<file path="src/design/axi_mem_pkg.sv">
// ======================================================================
// shared bus widths, burst and response codes, and channel structs
// for the AXI burst memory slave, referenced by scoped name
// ======================================================================
`default_nettype none

package axi_mem_pkg;

   typedef logic [31:0] addr_t;
   typedef logic [63:0] data_t;
   typedef logic [7:0]  strb_t;
   typedef logic [7:0]  len_t;   // beats minus one
   typedef logic [2:0]  size_t;  // log2 bytes per beat

   typedef enum logic [1:0] {
      burst_fixed = 2'b00,
      burst_incr  = 2'b01,
      burst_wrap  = 2'b10
   } burst_t;

   // ordered by severity, higher code wins when merged
   typedef enum logic [1:0] {
      resp_okay   = 2'b00,
      resp_slverr = 2'b10,
      resp_decerr = 2'b11
   } resp_t;

   // address request, shared by AR and AW
   typedef struct packed {
      addr_t  addr;
      len_t   len;
      size_t  size;
      burst_t burst;
   } ax_req_t;

   typedef struct packed {
      data_t data;
      strb_t strb;
      logic  last;
   } w_beat_t;

   typedef struct packed {
      data_t data;
      resp_t resp;
      logic  last;
   } r_beat_t;

endpackage

`default_nettype wire
</file>
<file path="src/design/axi_read_engine.sv">
// ======================================================================
// AR/R channel FSM, fetches one beat ahead and holds r under back-pressure
// ======================================================================
`timescale 1ns/1ps
`default_nettype none

module axi_read_engine #(
   parameter axi_mem_pkg::addr_t mem_base       = 32'h8000_0000,
   parameter integer             mem_words_log2 = 12
) (
   input  logic                      clk,
   input  logic                      rst,
   input  axi_mem_pkg::ax_req_t      ar,
   input  logic                      ar_valid,
   output logic                      ar_ready,
   output axi_mem_pkg::r_beat_t      r,
   output logic                      r_valid,
   input  logic                      r_ready,
   output logic                      rd_en,
   output logic [mem_words_log2-1:0] rd_index,
   input  axi_mem_pkg::data_t        rd_data
);

   typedef enum logic [1:0] {st_idle, st_fetch, st_send} state_t;

   state_t               state;
   axi_mem_pkg::ax_req_t req;
   axi_mem_pkg::len_t    cnt;        // beat held in the memory register
   axi_mem_pkg::len_t    fetch_cnt;
   axi_mem_pkg::addr_t   beat_addr;
   axi_mem_pkg::addr_t   offs;
   logic                 in_window;
   logic                 oow_q;      // held beat was out of window
   logic                 last_beat;

   burst_addr_gen u_addr_gen (
      .req       (req),
      .count     (fetch_cnt),
      .beat_addr (beat_addr)
   );

   // in send, the address is for the next beat
   assign fetch_cnt = (state == st_send) ? cnt + 8'd1 : cnt;

   assign offs      = beat_addr - mem_base;
   assign in_window = (offs >> (mem_words_log2 + 3)) == '0;
   assign rd_index  = offs[mem_words_log2+2:3];

   assign ar_ready  = (state == st_idle);
   assign r_valid   = (state == st_send);
   assign last_beat = (cnt == req.len);

   assign rd_en = (state == st_fetch) || (r_valid && r_ready && !last_beat);

   always_comb begin
      r.data = oow_q ? '0 : rd_data;
      r.resp = oow_q ? axi_mem_pkg::resp_decerr : axi_mem_pkg::resp_okay;
      r.last = last_beat;
   end

   always_ff @(posedge clk) begin
      if (rd_en) begin
         oow_q <= !in_window;  // tracks the word going into rd_data
      end
   end

   always_ff @(posedge clk) begin
      if (rst) begin
         state <= st_idle;
      end else begin
         case (state)
            st_idle: if (ar_valid) begin
               req   <= ar;
               cnt   <= '0;
               state <= st_fetch;
            end
            st_fetch: state <= st_send;
            st_send: if (r_ready) begin
               if (last_beat) state <= st_idle;
               else cnt <= cnt + 8'd1;
            end
            default: state <= st_idle;
         endcase
      end
   end

endmodule

`default_nettype wire

</file>
<file path="src/design/burst_addr_gen.sv">
// ======================================================================
// beat address decode for FIXED, INCR and WRAP bursts, combinational
// ======================================================================
`timescale 1ns/1ps
`default_nettype none

module burst_addr_gen (
   input  axi_mem_pkg::ax_req_t req,
   input  axi_mem_pkg::len_t    count,
   output axi_mem_pkg::addr_t   beat_addr
);

   axi_mem_pkg::addr_t offset;     // count times the step
   axi_mem_pkg::addr_t wrap_mask;  // wrap block size minus one
   axi_mem_pkg::addr_t incr_addr;

   assign offset    = axi_mem_pkg::addr_t'(count) << req.size;
   assign incr_addr = req.addr + offset;

   // block is (len+1) beats, len limited to 1/3/7/15 for wrap
   assign wrap_mask = ((axi_mem_pkg::addr_t'(req.len) + 32'd1) << req.size) - 32'd1;

   always_comb begin
      case (req.burst)
         axi_mem_pkg::burst_fixed: begin
            beat_addr = req.addr;
         end
         axi_mem_pkg::burst_wrap: begin
            // keep bits above the block, wrap the low part
            beat_addr = (req.addr & ~wrap_mask) | (incr_addr & wrap_mask);
         end
         default: begin
            beat_addr = incr_addr;  // incr, reserved code treated alike
         end
      endcase
   end

endmodule

`default_nettype wire

</file>
<file path="config.mk">
export PLATFORM = sky130hd
export DESIGN_NAME = axi_read_engine
export DESIGN_NICKNAME = d
export VERILOG_FILES = /design/src/design/axi_mem_pkg.sv /design/src/design/axi_read_engine.sv /design/src/design/burst_addr_gen.sv
export SDC_FILE = /design/constraint.sdc
export NUM_CORES = 1
export LEC_CHECK = 0
export BUFFER_PORTS_ARGS = -buffer_cell sky130_fd_sc_hd__buf_2
export CAP_MARGIN = 20
export CORE_UTILIZATION = 52
export DETAILED_ROUTE_END_ITERATION = 8
export HOLD_SLACK_MARGIN = 0.05
export PLACE_DENSITY = 0.92
export SLEW_MARGIN = 40
export SYNTH_ARGS = -nofsm -noshare
export SYNTH_HDL_FRONTEND = slang
export SYNTH_HIERARCHICAL = 1
export SYNTH_SLANG_ARGS = --single-unit
</file>
<file path="constraint.sdc">
create_clock -name clk -period 8.6 [get_ports clk]
set_input_delay 1.29 -clock clk [delete_from_list [all_inputs] [get_ports clk]]
set_output_delay 1.29 -clock clk [all_outputs]
set_load 0.05 [all_outputs]
</file>
After elaboration in Yosys (flattened, before gate mapping)
Cells that the tools add are included.
{ "op_classes": {"addsub": 5, "n_eq_ne": 8, "shifts": 2, "n_mux": 12, "bitwise_logic": 5, "n_reduce_logical": 12} }
{ "op_table": {"columns": ["op", "count"], "rows": [
  ["$and A32 B32 Y32", 2],
  ["$mux W64", 1],
  ["$pmux W32 S2", 1],
  ["$add A32 B32 Y32", 1],
  ["$logic_not A32 Y1", 1],
  ["$mux W8", 4],
  ["$not A32 Y32", 1],
  ["$or A32 B32 Y32", 1],
  ["$shl A32 B3 Y32", 1],
  ["$shl A8 B3 Y32", 1],
  ["$sub A32 B1 Y32 const B", 1],
  ["$sub A32 B32 Y32 const B", 1],
  ["$pmux W8 S2", 1],
  ["$add A8 B1 Y9 const B", 1],
  ["$add A8 B1 Y8 const B", 1],
  ["$eq A8 B8 Y1", 1],
  ["$mux W2", 4],
  ["$pmux W2 S3", 1],
  ["$reduce_and A3 Y1", 2],
  ["$reduce_and A5 Y1", 1],
  ["$eq A2 B2 Y1 const B", 2],
  ["$logic_not A2 Y1", 2],
  ["$ne A2 B1 Y1 const B", 2],
  ["$ne A2 B2 Y1 const B", 2],
  ["6 further kinds", 8]
]} }
{ "word_totals": {"register_bits": 56, "input_bits": 113, "out_inout_bits": 82, "elab_cells": 51} }

Longest topological paths before layout
{ "depth": {"ltp_word": 10, "depth_mapped": 23, "ltp_nobuf": 22} }

Hierarchy
The synthesis kept the hierarchy.
{ "by_module_without_submodules": {"columns": ["mod", "n_inst", "cells_per_inst", "area_per_inst_um2", "seq_area_each_um2"], "rows": [
  ["burst_addr_gen", 1, 426, 2872.8, 0.0],
  ["axi_read_engine", 1, 203, 2608.8, 1661.6]
]} }

Worst setup path after synthesis
OpenSTA, ideal clock, no wires.
{ "synth_path": {"kind": "input -> register", "start": "in rst", "end": "reg cnt[0], enable pin", "setup_ns": 0.375, "t_arrival_ns": 6.783, "t_required_ns": 8.225, "slack_ns": 1.443, "path_stages": 2, "path_buffers": 0, "cell_sequence": "nor4b_1 -> o21bai_1"} }
{ "synth_between": {"elab_chain_len": 2} }
{ "synth_rtl": {"columns": ["item", "line", "text"], "rows": [
  ["start: declaration", "axi_read_engine.sv:12", "input logic rst,"],
  ["$not A1 Y1 (no source line)", null, null],
  ["$reduce_and A5 Y1 (no source line)", null, null],
  ["end signal: assignment", "axi_read_engine.sv:80", "else cnt <= cnt + 8'd1;"],
  ["end: declaration", "axi_read_engine.sv:28", "axi_mem_pkg::len_t cnt;"]
]} }
Every way passes these cells.
A chain may end at the register's enable or synchronous reset.

Worst setup path in the final report
{ "layout_path": {"start": "reg state[0]", "end": "out rd_index[11]"} }
{ "layout_between": {"elab_chain_len": 8} }
{ "layout_rtl": {"columns": ["item", "line", "text"], "rows": [
  ["start: declaration", "axi_read_engine.sv:26", "state_t state;"],
  ["start signal: assignment", "axi_read_engine.sv:69", "state <= st_idle;"],
  ["start signal: assignment", "axi_read_engine.sv:75", "state <= st_fetch;"],
  ["start signal: assignment", "axi_read_engine.sv:77", "st_fetch: state <= st_send;"],
  ["$eq A2 B2 Y1 *", "axi_read_engine.sv:43", "assign fetch_cnt = (state == st_send) ? cnt + 8'd1 : cnt;"],
  ["$mux W8 *", "axi_read_engine.sv:43", null],
  ["named net fetch_cnt[1]", "axi_read_engine.sv:29", "axi_mem_pkg::len_t fetch_cnt;"],
  ["$shl A8 B3 Y32 *", "burst_addr_gen.sv:17", "assign offset = axi_mem_pkg::addr_t'(count) << req.size;"],
  ["$add A32 B32 Y32 *", "burst_addr_gen.sv:18", "assign incr_addr = req.addr + offset;"],
  ["$and A32 B32 Y32", "burst_addr_gen.sv:30", "beat_addr = (req.addr & ~wrap_mask) | (incr_addr & wrap_mask);"],
  ["$or A32 B32 Y32", "burst_addr_gen.sv:30", null],
  ["$pmux W32 S2 *", "burst_addr_gen.sv:24", "case (req.burst)"],
  ["$sub A32 B32 Y32 *", "axi_read_engine.sv:45", "assign offs = beat_addr - mem_base;"],
  ["end: declaration", "axi_read_engine.sv:20", "output logic [mem_words_log2-1:0] rd_index,"]
]} }
The timed path passes the listed nets; every way through them passes the cells marked *.

==> impl_metrics.yaml <==
die:
  die_w_um: 104.0
  core_area_sq_um: 9910
  io_pins: 195
  num_rows: 36
  die_h_um: 104.0
  dieArea_sq_um: 10820
  start_util_pct: 54.62
clock_network:
  post_cts_resized: 0
  post_cts.repair.setup_buffers: 0
  numCtsBuffers: 5
  clkTransAtPathRegs_ns: 0.10
  cts-root-buf: "clkbuf_8"
  cts_tree: "yes"
  cts_hold_buf: 0
  cts_max_level: 2
  cts_sinks: 56
  cts_buffer_depth: 2
  clock_latency_ns: 0.32
routing:
  drt-total-wl_um: 14190
  drt_first_pass_iters: 6
  vias_per_cell: 5.798
  wl_per_cell_um: 15.46
  drtIter0Drc: 575
  ant_nets: 0
  vias: 5323
  drcViolationCount: 0
synth:
  syn_avg_cell_area_sq_um: 8.773
  syn_nets: 750
  ys_warn_count: 6
  syn_inst: 617
  netlist_area_sq_um: 5413
placement:
  io_buffers: 194
  gp_congestion: 0.8857
  dpl.hpwl_um: 10950
cells_and_area:
  layout-drive-gt1-share_pct: 30.96
  n_antenna_cell: 0
  nets: 917
  area_growth_pct: 19.49
  utilization_pct: 65.27
timing:
  slew_headroom_pct: 48.36
  min_period_ns: 5.904
  period_share_pct: 68.66
  fin_worst_hold_slack_ns: 0.5407
  rsz0062_at_grt: "no"
  hold_viol: 0
  setup_violations: 0
  drv_slew: 0
  fin_skew_ns: 0.007889
  tns_ns: 0
  fmax_mhz: 169.4
  tightest_slew_ns: 0.7730
critical_path:
  worstSetupEndpointType: "output pin"
  crit_path_max_fanout: 16
  arrival_ns: 4.61
  path_class: "flip-flop to output pin"
  critPathRequiredTime_ns: 7.31
  start_kind: "flip-flop"
global_route:
  grt_pass1_wl_um: 22660
  gr-usage-all-layers_pct: 25.32
  grt-ovfl-total: 0
  grt-busiest-layer: "met2"
  antenna_found_initial: 0
  grtUsageMet2_pct: 45.24
  met1_usage_pct: 31.20
  grt_max_degree: 67
  grt_use_met3_pct: 3.133
  grt_pass1_vias: 4844
power:
  p_per_area_nw_per_um2: 122.3
  total_power_mw: 0.7907
  p_leak_nw: 2.849
  ir_drop_uv: 117.0
worst_hold_path:
  min_path_type: "flip-flop to flip-flop"
job:
  drv_cap: 0
outcome:
  status: "completed"
==> worst max-delay path: stages (launching register included) <==
cell and delay [ns]:
dfxtp_1 0.42, nand2b_1 0.54, inv_2 0.13, and2_1 0.20, a21o_1 0.16, mux2i_1 0.19
nor2_1 0.06, a31oi_1 0.18, nor2_1 0.07, ha_1 0.30, nor2b_1 0.15, o31a_1 0.26
o31a_1 0.29, nor4_1 0.37, o21a_1 0.23, o21ai_0 0.12, xor2_1 0.16, mux2_2 0.26
buf_2 0.21
==> cells in the final DEF (no fill, tap or decap), types with 3 or more instances in the layout <==
master / instances
nor2b_1: 67
and4b_1: 3
nor2_1: 54
nor4b_1: 3
ha_1: 19
edfxtp_1: 54
nor3_1: 16
mux2_2: 4
clkinv_1: 3
a31oi_1: 7
or3_1: 4
nand4_1: 11
a21oi_1: 32
o211ai_1: 5
a21o_1: 11
o21a_1: 5
buf_4: 5
xnor2_1: 25
and3_1: 11
a21boi_0: 3
o211ai_2: 4
nand3_1: 23
o31ai_1: 4
o22ai_1: 3
nand2b_1: 9
mux2i_1: 7
o2111ai_1: 3
o21ai_0: 23
inv_1: 11
a211oi_1: 3
xor2_1: 32
buf_2: 194
clkbuf_8: 5
mux2_1: 6
and2_1: 5
nand2_1: 52
==> path summary, 6_finish.rpt <==
kind         slack [ns]             startpoint  depth (start not counted)                    end
max                2.70  state[0]$_SDFFE_PP0P_                         18           rd_index[11]
min                0.54  state[1]$_SDFFE_PP0P_                          1  state[0]$_SDFFE_PP0P_
max reg2reg        3.44  state[0]$_SDFFE_PP0P_                         21        oow_q$_DFFE_PP_
min reg2reg        0.54  state[1]$_SDFFE_PP0P_                          1  state[0]$_SDFFE_PP0P_
==> metal layers <==
layer  part of all wire (%)  vias to the layer above
met1                     40                     2451
met3                    7.4                       33
met2                     50                      277
met5                      0                        -
met4                    2.5                        0
li1                       -                     2562
==> report_power, final <==
group / total [mW] / internal (mW) / leakage, nW / switching (mW)
Sequential: 0.332 / 0.315 / 0.518 / 0.0172
Combinational: 0.287 / 0.102 / 2.28 / 0.184
Clock: 0.172 / 0.0850 / 0.0532 / 0.0865
Total: 0.791 / 0.502 / 2.85 / 0.288
==> stage by stage <==
stage          worst slack (ns)  instance area (sq um)  std cells
2_1_floorplan             1.443                   5413        617
3_3_place_gp              3.207                   6361        910
3_5_place_dp              3.123                   6361        910
4_1_cts                   2.740                   6467        918
5_1_grt                   2.402                   6467        918
6_report                  2.696                   6467        918
==> flip-flops by register name, summed over array words and instances (netlist names) <==
| name | count |
|---|---|
| state | 2 |
| oow_q | 1 |
| req | 45 |
| cnt | 8 |
==> final cells by class <==
| class | instances | area (sq um) |
|---|---|---|
| Fill cell | 792 | 3442 |
| Inverter | 13 | 48.80 |
| Multi-Input combinational cell | 509 | 3476 |
| Tap cell | 133 | 166.4 |
| Sequential cell | 56 | 1662 |
| Timing Repair Buffer | 199 | 1008 |
| Clock buffer | 5 | 68.82 |
| Clock inverter | 3 | 37.54 |
No activity file was read; power rests on OpenSTA's default activity.
