[src/design/axi_mem_pkg.sv]
// ======================================================================
// shared bus widths, burst and response codes, and channel structs
// for the AXI burst memory slave, referenced by scoped name
// ======================================================================
`default_nettype none

package axi_mem_pkg;

   typedef logic [31:0] addr_t;
   typedef logic [63:0] data_t;
   typedef logic [7:0]  strb_t;
   typedef logic [7:0]  len_t;   // beats minus one
   typedef logic [2:0]  size_t;  // log2 bytes per beat

   typedef enum logic [1:0] {
      burst_fixed = 2'b00,
      burst_incr  = 2'b01,
      burst_wrap  = 2'b10
   } burst_t;

   // ordered by severity, higher code wins when merged
   typedef enum logic [1:0] {
      resp_okay   = 2'b00,
      resp_slverr = 2'b10,
      resp_decerr = 2'b11
   } resp_t;

   // address request, shared by AR and AW
   typedef struct packed {
      addr_t  addr;
      len_t   len;
      size_t  size;
      burst_t burst;
   } ax_req_t;

   typedef struct packed {
      data_t data;
      strb_t strb;
      logic  last;
   } w_beat_t;

   typedef struct packed {
      data_t data;
      resp_t resp;
      logic  last;
   } r_beat_t;

endpackage

`default_nettype wire
[src/design/axi_write_engine.sv]
// ======================================================================
// AW/W/B channel FSM, writes each beat on its W transfer and returns
// the worst response seen over the burst
// ======================================================================
`timescale 1ns/1ps
`default_nettype none

module axi_write_engine #(
   parameter axi_mem_pkg::addr_t mem_base       = 32'h8000_0000,
   parameter integer             mem_words_log2 = 12
) (
   input  logic                      clk,
   input  logic                      rst,
   input  axi_mem_pkg::ax_req_t      aw,
   input  logic                      aw_valid,
   output logic                      aw_ready,
   input  axi_mem_pkg::w_beat_t      w,
   input  logic                      w_valid,
   output logic                      w_ready,
   output axi_mem_pkg::resp_t        b_resp,
   output logic                      b_valid,
   input  logic                      b_ready,
   output logic                      wr_en,
   output logic [mem_words_log2-1:0] wr_index,
   output axi_mem_pkg::data_t        wr_data,
   output axi_mem_pkg::strb_t        wr_strb
);

   typedef enum logic [1:0] {st_idle, st_data, st_resp} state_t;

   state_t               state;
   axi_mem_pkg::ax_req_t req;
   axi_mem_pkg::len_t    cnt;
   axi_mem_pkg::resp_t   err;       // sticky over the burst
   axi_mem_pkg::resp_t   beat_err;
   axi_mem_pkg::addr_t   beat_addr;
   axi_mem_pkg::addr_t   offs;
   logic                 in_window;
   logic                 last_beat;
   logic                 w_fire;

   burst_addr_gen u_addr_gen (
      .req       (req),
      .count     (cnt),
      .beat_addr (beat_addr)
   );

   assign offs      = beat_addr - mem_base;
   assign in_window = (offs >> (mem_words_log2 + 3)) == '0;

   assign aw_ready  = (state == st_idle);
   assign w_ready   = (state == st_data);
   assign b_valid   = (state == st_resp);
   assign b_resp    = err;

   assign last_beat = (cnt == req.len);
   assign w_fire    = w_valid && w_ready;

   // out-of-window beats are dropped
   assign wr_en    = w_fire && in_window;
   assign wr_index = offs[mem_words_log2+2:3];
   assign wr_data  = w.data;
   assign wr_strb  = w.strb;

   always_comb begin
      if (!in_window) beat_err = axi_mem_pkg::resp_decerr;
      else if (w.last != last_beat) beat_err = axi_mem_pkg::resp_slverr;
      else beat_err = axi_mem_pkg::resp_okay;
   end

   always_ff @(posedge clk) begin
      if (rst) begin
         state <= st_idle;
      end else begin
         case (state)
            st_idle: if (aw_valid) begin
               req   <= aw;
               cnt   <= '0;
               err   <= axi_mem_pkg::resp_okay;
               state <= st_data;
            end
            st_data: if (w_fire) begin
               if (beat_err > err) err <= beat_err;  // decerr over slverr
               if (last_beat) state <= st_resp;
               else cnt <= cnt + 8'd1;
            end
            st_resp: if (b_ready) state <= st_idle;
            default: state <= st_idle;
         endcase
      end
   end

endmodule

`default_nettype wire

[src/design/burst_addr_gen.sv]
// ======================================================================
// beat address decode for FIXED, INCR and WRAP bursts, combinational
// ======================================================================
`timescale 1ns/1ps
`default_nettype none

module burst_addr_gen (
   input  axi_mem_pkg::ax_req_t req,
   input  axi_mem_pkg::len_t    count,
   output axi_mem_pkg::addr_t   beat_addr
);

   axi_mem_pkg::addr_t offset;     // count times the step
   axi_mem_pkg::addr_t wrap_mask;  // wrap block size minus one
   axi_mem_pkg::addr_t incr_addr;

   assign offset    = axi_mem_pkg::addr_t'(count) << req.size;
   assign incr_addr = req.addr + offset;

   // block is (len+1) beats, len limited to 1/3/7/15 for wrap
   assign wrap_mask = ((axi_mem_pkg::addr_t'(req.len) + 32'd1) << req.size) - 32'd1;

   always_comb begin
      case (req.burst)
         axi_mem_pkg::burst_fixed: begin
            beat_addr = req.addr;
         end
         axi_mem_pkg::burst_wrap: begin
            // keep bits above the block, wrap the low part
            beat_addr = (req.addr & ~wrap_mask) | (incr_addr & wrap_mask);
         end
         default: begin
            beat_addr = incr_addr;  // incr, reserved code treated alike
         end
      endcase
   end

endmodule

`default_nettype wire

[config.mk]
export PLATFORM = sky130hd
export DESIGN_NAME = axi_write_engine
export DESIGN_NICKNAME = d
export VERILOG_FILES = /design/src/design/axi_mem_pkg.sv /design/src/design/axi_write_engine.sv /design/src/design/burst_addr_gen.sv
export SDC_FILE = /design/constraint.sdc
export NUM_CORES = 1
export LEC_CHECK = 0
export ABC_AREA = 1
export BUFFER_PORTS_ARGS = -buffer_cell sky130_fd_sc_hd__buf_4
export CAP_MARGIN = 20
export CORE_ASPECT_RATIO = 0.8
export CORE_MARGIN = 2
export CORE_UTILIZATION = 40
export DETAILED_ROUTE_END_ITERATION = 10
export GPL_TIMING_DRIVEN = 0
export HOLD_SLACK_MARGIN = 0.05
export PLACE_DENSITY = 0.65
export RECOVER_POWER = 50
export SLEW_MARGIN = 5
export SYNTH_ARGS = -nofsm -noshare
export SYNTH_HDL_FRONTEND = slang
export SYNTH_SLANG_ARGS = --single-unit
[constraint.sdc]
create_clock -name clk -period 14.8 [get_ports clk]
set_clock_uncertainty 0.05 [all_clocks]
set_input_delay 4.44 -clock clk [delete_from_list [all_inputs] [get_ports clk]]
set_output_delay 4.44 -clock clk [all_outputs]
set_load 0.01 [all_outputs]
== Word level (Yosys, flattened, before mapping) ==
Cells that the tools add are included.

* Word-level logic and storage cells: 57
* Register bits after elaboration: 57

* Muxes and demuxes: 16
* Eq/ne operators: 11
* Shift-type cells: 2
* Reductions and logical operators: 10
* Order comparisons: 1
* Bitwise gates (word level): 5
* $add $sub $neg: 5

{| class="wikitable"
|+ Operators by type and width
! operator !! number
|-
| AND 32 bit || 2
|-
| one-hot mux 32 bit (2 select lines) || 1
|-
| adder 32 bit || 1
|-
| zero test 32 bit || 1
|-
| NOT 32 bit || 1
|-
| bitwise OR 32 bit || 1
|-
| << shifter 32 x 3 -> 32 bit || 1
|-
| << shifter 8 x 3 -> 32 bit || 1
|-
| subtractor 32 x 1 -> 32 bit (second input constant) || 1
|-
| subtractor 32 bit (second input constant) || 1
|-
| two-way mux 8 bit || 3
|-
| two-way mux 2 bit || 9
|-
| one-hot mux 8 bit (2 select lines) || 1
|-
| AND reduction 5 bit || 2
|-
| adder 8 x 1 -> 9 bit (second input constant) || 1
|-
| adder 8 x 1 -> 8 bit (second input constant) || 1
|-
| equality test 8 bit || 1
|-
| inequality test 2 x 1 -> 1 bit (second input constant) || 4
|-
| one-hot mux 2 bit (3 select lines) || 1
|-
| equality test 2 bit (second input constant) || 2
|-
| zero test 2 bit || 2
|-
| inequality test 2 bit (second input constant) || 2
|-
| one-hot mux 2 bit (2 select lines) || 1
|-
| AND reduction 4 bit || 1
|-
| 7 further kinds || 8
|}

== Logic depth before layout (Yosys ltp) ==
* Word-level depth: 14
* Depth in mapped cells: 34
* Depth with buffers taken out: 33

== Cells and area by module ==
From an unflattened synthesis, not the netlist that was laid out.

* Cells, all modules: 975
* Area total of the unflattened synthesis: 6697.7 µm²

{| class="wikitable"
|+ Modules (own cells, without submodules)
! module !! times used !! area an instance (µm²) !! cells each
|-
| burst_addr_gen || 1 || 3886.2 || 726
|-
| axi_write_engine || 1 || 2811.4 || 249
|}

== Worst setup path before layout ==
No wires, ideal clock.

* Kind: input-to-reg
* Start: in aw_valid
* End: reg req[0] (netlist name)
* Slack: 5424 ps
* Data required time: 14190 ps
* Arrival time: 8766 ps
* Stages: 2
* Library setup time: 560 ps
* Cell sequence: inv_1 > nor4_1

* Cells in the longest elaborated chain, start to end: 1

{| class="wikitable"
|+ RTL lines
! element !! line !! source
|-
| start, declared || axi_write_engine.sv:15 || <nowiki>input logic aw_valid,</nowiki>
|-
| AND reduction 3 bit (no line) || -- ||
|}

No other way between the ends.
A chain may end at the register's enable or synchronous reset.

== Worst setup path after layout ==
* Start: reg req[2] (netlist name)
* End: out wr_en

* Cells in the longest elaborated chain, start to end: 9

{| class="wikitable"
|+ RTL lines
! element !! line !! source
|-
| << shifter 32 x 3 -> 32 bit || burst_addr_gen.sv:21 || <nowiki>assign wrap_mask = ((axi_mem_pkg::addr_t'(req.len) + 32'd1) << req.size) - 32'd1;</nowiki>
|-
| subtractor 32 x 1 -> 32 bit || burst_addr_gen.sv:21 ||
|-
| NOT 32 bit || burst_addr_gen.sv:30 || <nowiki>beat_addr = (req.addr & ~wrap_mask) | (incr_addr & wrap_mask);</nowiki>
|-
| AND 32 bit || burst_addr_gen.sv:30 ||
|-
| bitwise OR 32 bit || burst_addr_gen.sv:30 ||
|-
| one-hot mux 32 bit (2 select lines) * || burst_addr_gen.sv:24 || <nowiki>case (req.burst)</nowiki>
|-
| subtractor 32 bit * || axi_write_engine.sv:48 || <nowiki>assign offs = beat_addr - mem_base;</nowiki>
|-
| zero test 32 bit * || axi_write_engine.sv:49 || <nowiki>assign in_window = (offs >> (mem_words_log2 + 3)) == '0;</nowiki>
|-
| logical AND 1 bit * || axi_write_engine.sv:60 || <nowiki>assign wr_en = w_fire && in_window;</nowiki>
|-
| end, declared || axi_write_engine.sv:23 || <nowiki>output logic wr_en,</nowiki>
|}

Mark *: on every way between the ends. The rest lies on a longest branch, timed or not.

==> impl_metrics.yaml <==
finish:
  final_net_count: 1291
  nFillCells: 1655
  antenna_diodes: 0
  layout-drive-gt1-share_pct: 25.1
  layout.cells.most_common_list: "sky130_fd_sc_hd__nand2_1, sky130_fd_sc_hd__buf_4, sky130_fd_sc_hd__nand3_1"
  layout.cells.most_common: "sky130_fd_sc_hd__nand2_1"
  area_growth_pct: 24.6
clock_network:
  ctsHtreeMaxLevel: 3
  post_cts_resize_count: 0
  cts_tree: "yes"
  cts.sinks: 57
  cts.path.max_buffers: 2
  cts_hold_buffers: 0
  clkTransAtPathRegs_ns: 0.06
  postCtsSetupBuffers: 0
  insertion_delay_ns: 0.34
  clk_root_buffer_cell: "sky130_fd_sc_hd__clkbuf_16"
  cts-buffers-inserted: 9
floorplanning:
  top_level_ports: 213
  fp.coreArea_mm2: 0.0159
  num_rows: 41
  initial_core_util_pct: 41.2
  die_x_um: 147
  die_area_mm2: 0.0174
  die_h_um: 118
critical_path:
  worst-path-max-fanout: 10
  origin_of_the_worst_setup_path: "req[2]"
  reg2reg_depth: 30
  cp_buf_inv_count: 5
  data_required_time_at_the_worst_endpoint_ns: 10.31
  crit_path_max_incr_delay_ns: 0.42
  timing.critical_path.slowest_stage_cell: "sky130_fd_sc_hd__edfxtp_1"
  worst_setup_path_end_kind: "output port"
  reg2reg_to: "b_resp[0]"
  cpLargestDelayFamily: "simple AND/OR/NAND/NOR gates"
  arrival_ns: 5.02
  start_kind: "flip-flop"
  crit_top_cell: "sky130_fd_sc_hd__nand2_1"
  critical_path_cell_count: 27
  r2r_start: "req[2]"
  setup_slack_reg_to_reg_ns: 9.02
  critPathKind: "reg2out"
  critical_path.endpoint: "wr_en"
logic_synthesis:
  ys_ff_latch: 57
  syn_area_mm2: 0.00655
  synth_cells: 993
  sequential_share_of_the_synthesized_area_pct: 25.8
  synth.area.top_cells: "sky130_fd_sc_hd__edfxtp_1, sky130_fd_sc_hd__nand2_1, sky130_fd_sc_hd__nand3_1"
  synthesis.yosys.warnings: 0
  synth_top_area_cell: "sky130_fd_sc_hd__edfxtp_1"
  average_footprint_of_a_synthesized_cell_um2: 6.60
  synth_cell_type_count: 46
  net_count_synth: 1135
  synthDominantCellAreaShare_pct: 25.2
global_route:
  grt_first_pass_wirelength_mm: 32.6
  first_global_vias: 6227
  antenna_found_initial: 0
  grt_max_degree: 11
  track_usage_pct: 23.7
  grt_overflow: 0
pwr:
  cellPowerDensity_mw_per_mm2: 71.6
  cellLeakagePower_nw: 3.98
  power.ir.vdd_worst_mv: 0.0588
route:
  drt_drc_violations_left: 0
  route.detailed.vias_per_inst: 5.14
  drt_iter0_markers: 682
  ant_nets: 0
  drt_first_pass_iters: 6
  drt_wl_total_mm: 20.7
  route.vias.total: 7032
  wire_per_inst_um: 15.1
sta:
  finalHoldWorstSlack_ns: 0.581
  worst-slew-pin-transition_ns: 1.44
  report.final.hold_viol_count: 0
  min_period_over_period_pct: 64.2
  rsz0062_at_grt: "no"
  post-route-min-period_ns: 9.51
  tns_ns: 0
  setup_failing_eps_final: 0
  relSlewSlack_pct: 3.40
  final-max-slew-violation-count: 0
  max_freq_ghz: 0.105
outcome:
  status: "completed"
worst_hold_path:
  min_path_cells: 4
  worstHoldPathType: "reg2reg"
placed_design:
  dpl.hpwl_mm: 17.3
  buffer_ports.inserted: 140
  place.gp.congestion: 0.961
flow_run:
  number_of_max_cap_violations: 0
-- worst min-delay path by stage --
stage               startpoint  slack [ns]  endpoint
global route          state[1]        0.61  state[1]
finish                state[1]        0.58  state[1]
detailed placement    state[1]        0.57  state[1]
CTS                   state[1]        0.59  state[1]
global placement      state[1]        0.56  state[1]
floorplan             state[1]        0.55  state[1]
-- kinds of logic (layout without fill, tap and decap cells) --
group | count (synthesis) | count (layout) | synth area share (%)
compound gates | 103 | 103 | 9.17
xor+xnor | 26 | 26 | 3.48
fa+ha+maj | 19 | 19 | 3.63
buf+inv | 199 | 360 | 16.0
flops | 57 | 57 | 25.8
mux | 4 | 4 | 0.611
simple gates | 585 | 585 | 41.3
-- per-stage QoR --
| step | cell area (um^2) | setup WS [ns] | total power, mW | std cells | utilization, % |
|---|---|---|---|---|---|
| finish | 8160 | 5.29 | 0.584 | 1369 | 51.3 |
| detailed placement | 7920 | 5.48 | 0.381 | 1353 | 49.8 |
| floorplan | 6550 | 5.42 | 0.313 | 993 | - |
| CTS | 8210 | 5.48 | 0.589 | 1369 | 51.6 |
| global route | 8160 | 4.69 | 0.615 | 1369 | 51.3 |
| global placement | 7870 | 3.42 | 0.380 | 1348 | 49.5 |
-- flip-flops by register name, indices dropped and copies added (netlist names) --
| signal | cells |
|---|---|
| state | 2 |
| b_resp | 2 |
| req | 45 |
| cnt | 8 |
-- area by class of cell --
| cell class | count | area, um^2 | area share, % |
|---|---|---|---|
| Buffer | 94 | 652 | 7.99 |
| Inverter | 105 | 395 | 4.85 |
| Multi-Input combinational cell | 737 | 3800 | 46.6 |
| Timing Repair Buffer | 145 | 1060 | 13.0 |
| Tap cell | 215 | 269 | 3.30 |
| Clock buffer | 11 | 233 | 2.85 |
| Clock inverter | 5 | 56.3 | 0.690 |
| Sequential cell | 57 | 1690 | 20.7 |
-- where the power goes --
group	internal, mW	switching [mW]
registers	0.187	0.00922
logic	0.0767	0.105
clock network	0.130	0.0762
-- metal layers --
| metal | up-vias | global-route usage [%] | wire length [um] |
|---|---|---|---|
| met5 | - | 0 | 0 |
| met4 | 0 | 6.43 | 345 |
| met3 | 22 | 6.60 | 2150 |
| met2 | 329 | 33.0 | 8290 |
| met1 | 3139 | 35.3 | 9890 |
| li1 | 3542 | - | - |
-- worst min-delay path, cell delays in order, from the launching register on --
cell	delay (ns)
sky130_fd_sc_hd__dfxtp_1	0.36
sky130_fd_sc_hd__inv_1	0.07
sky130_fd_sc_hd__nor2_1	0.04
sky130_fd_sc_hd__nand2_1	0.05
sky130_fd_sc_hd__a21oi_1	0.06
-- cells in the mapped netlist, drive strengths merged --
cell	number
or2	2
a31o	1
o21a	2
mux2i	4
o211ai	12
nand3b	3
xor2	16
o21bai	5
nor4	8
clkbuf	8
clkinv	2
o21ai	45
nor3	19
ha	19
inv	103
a21o	2
nor2	108
dfxtp	2
o31ai	2
nand3	131
edfxtp	55
a2111o	1
a31oi	3
o221ai	2
nand2	289
and3	1
nand4	24
a21oi	27
xnor2	10
buf	86
a21boi	1
(Power assumes the default switching activity.)
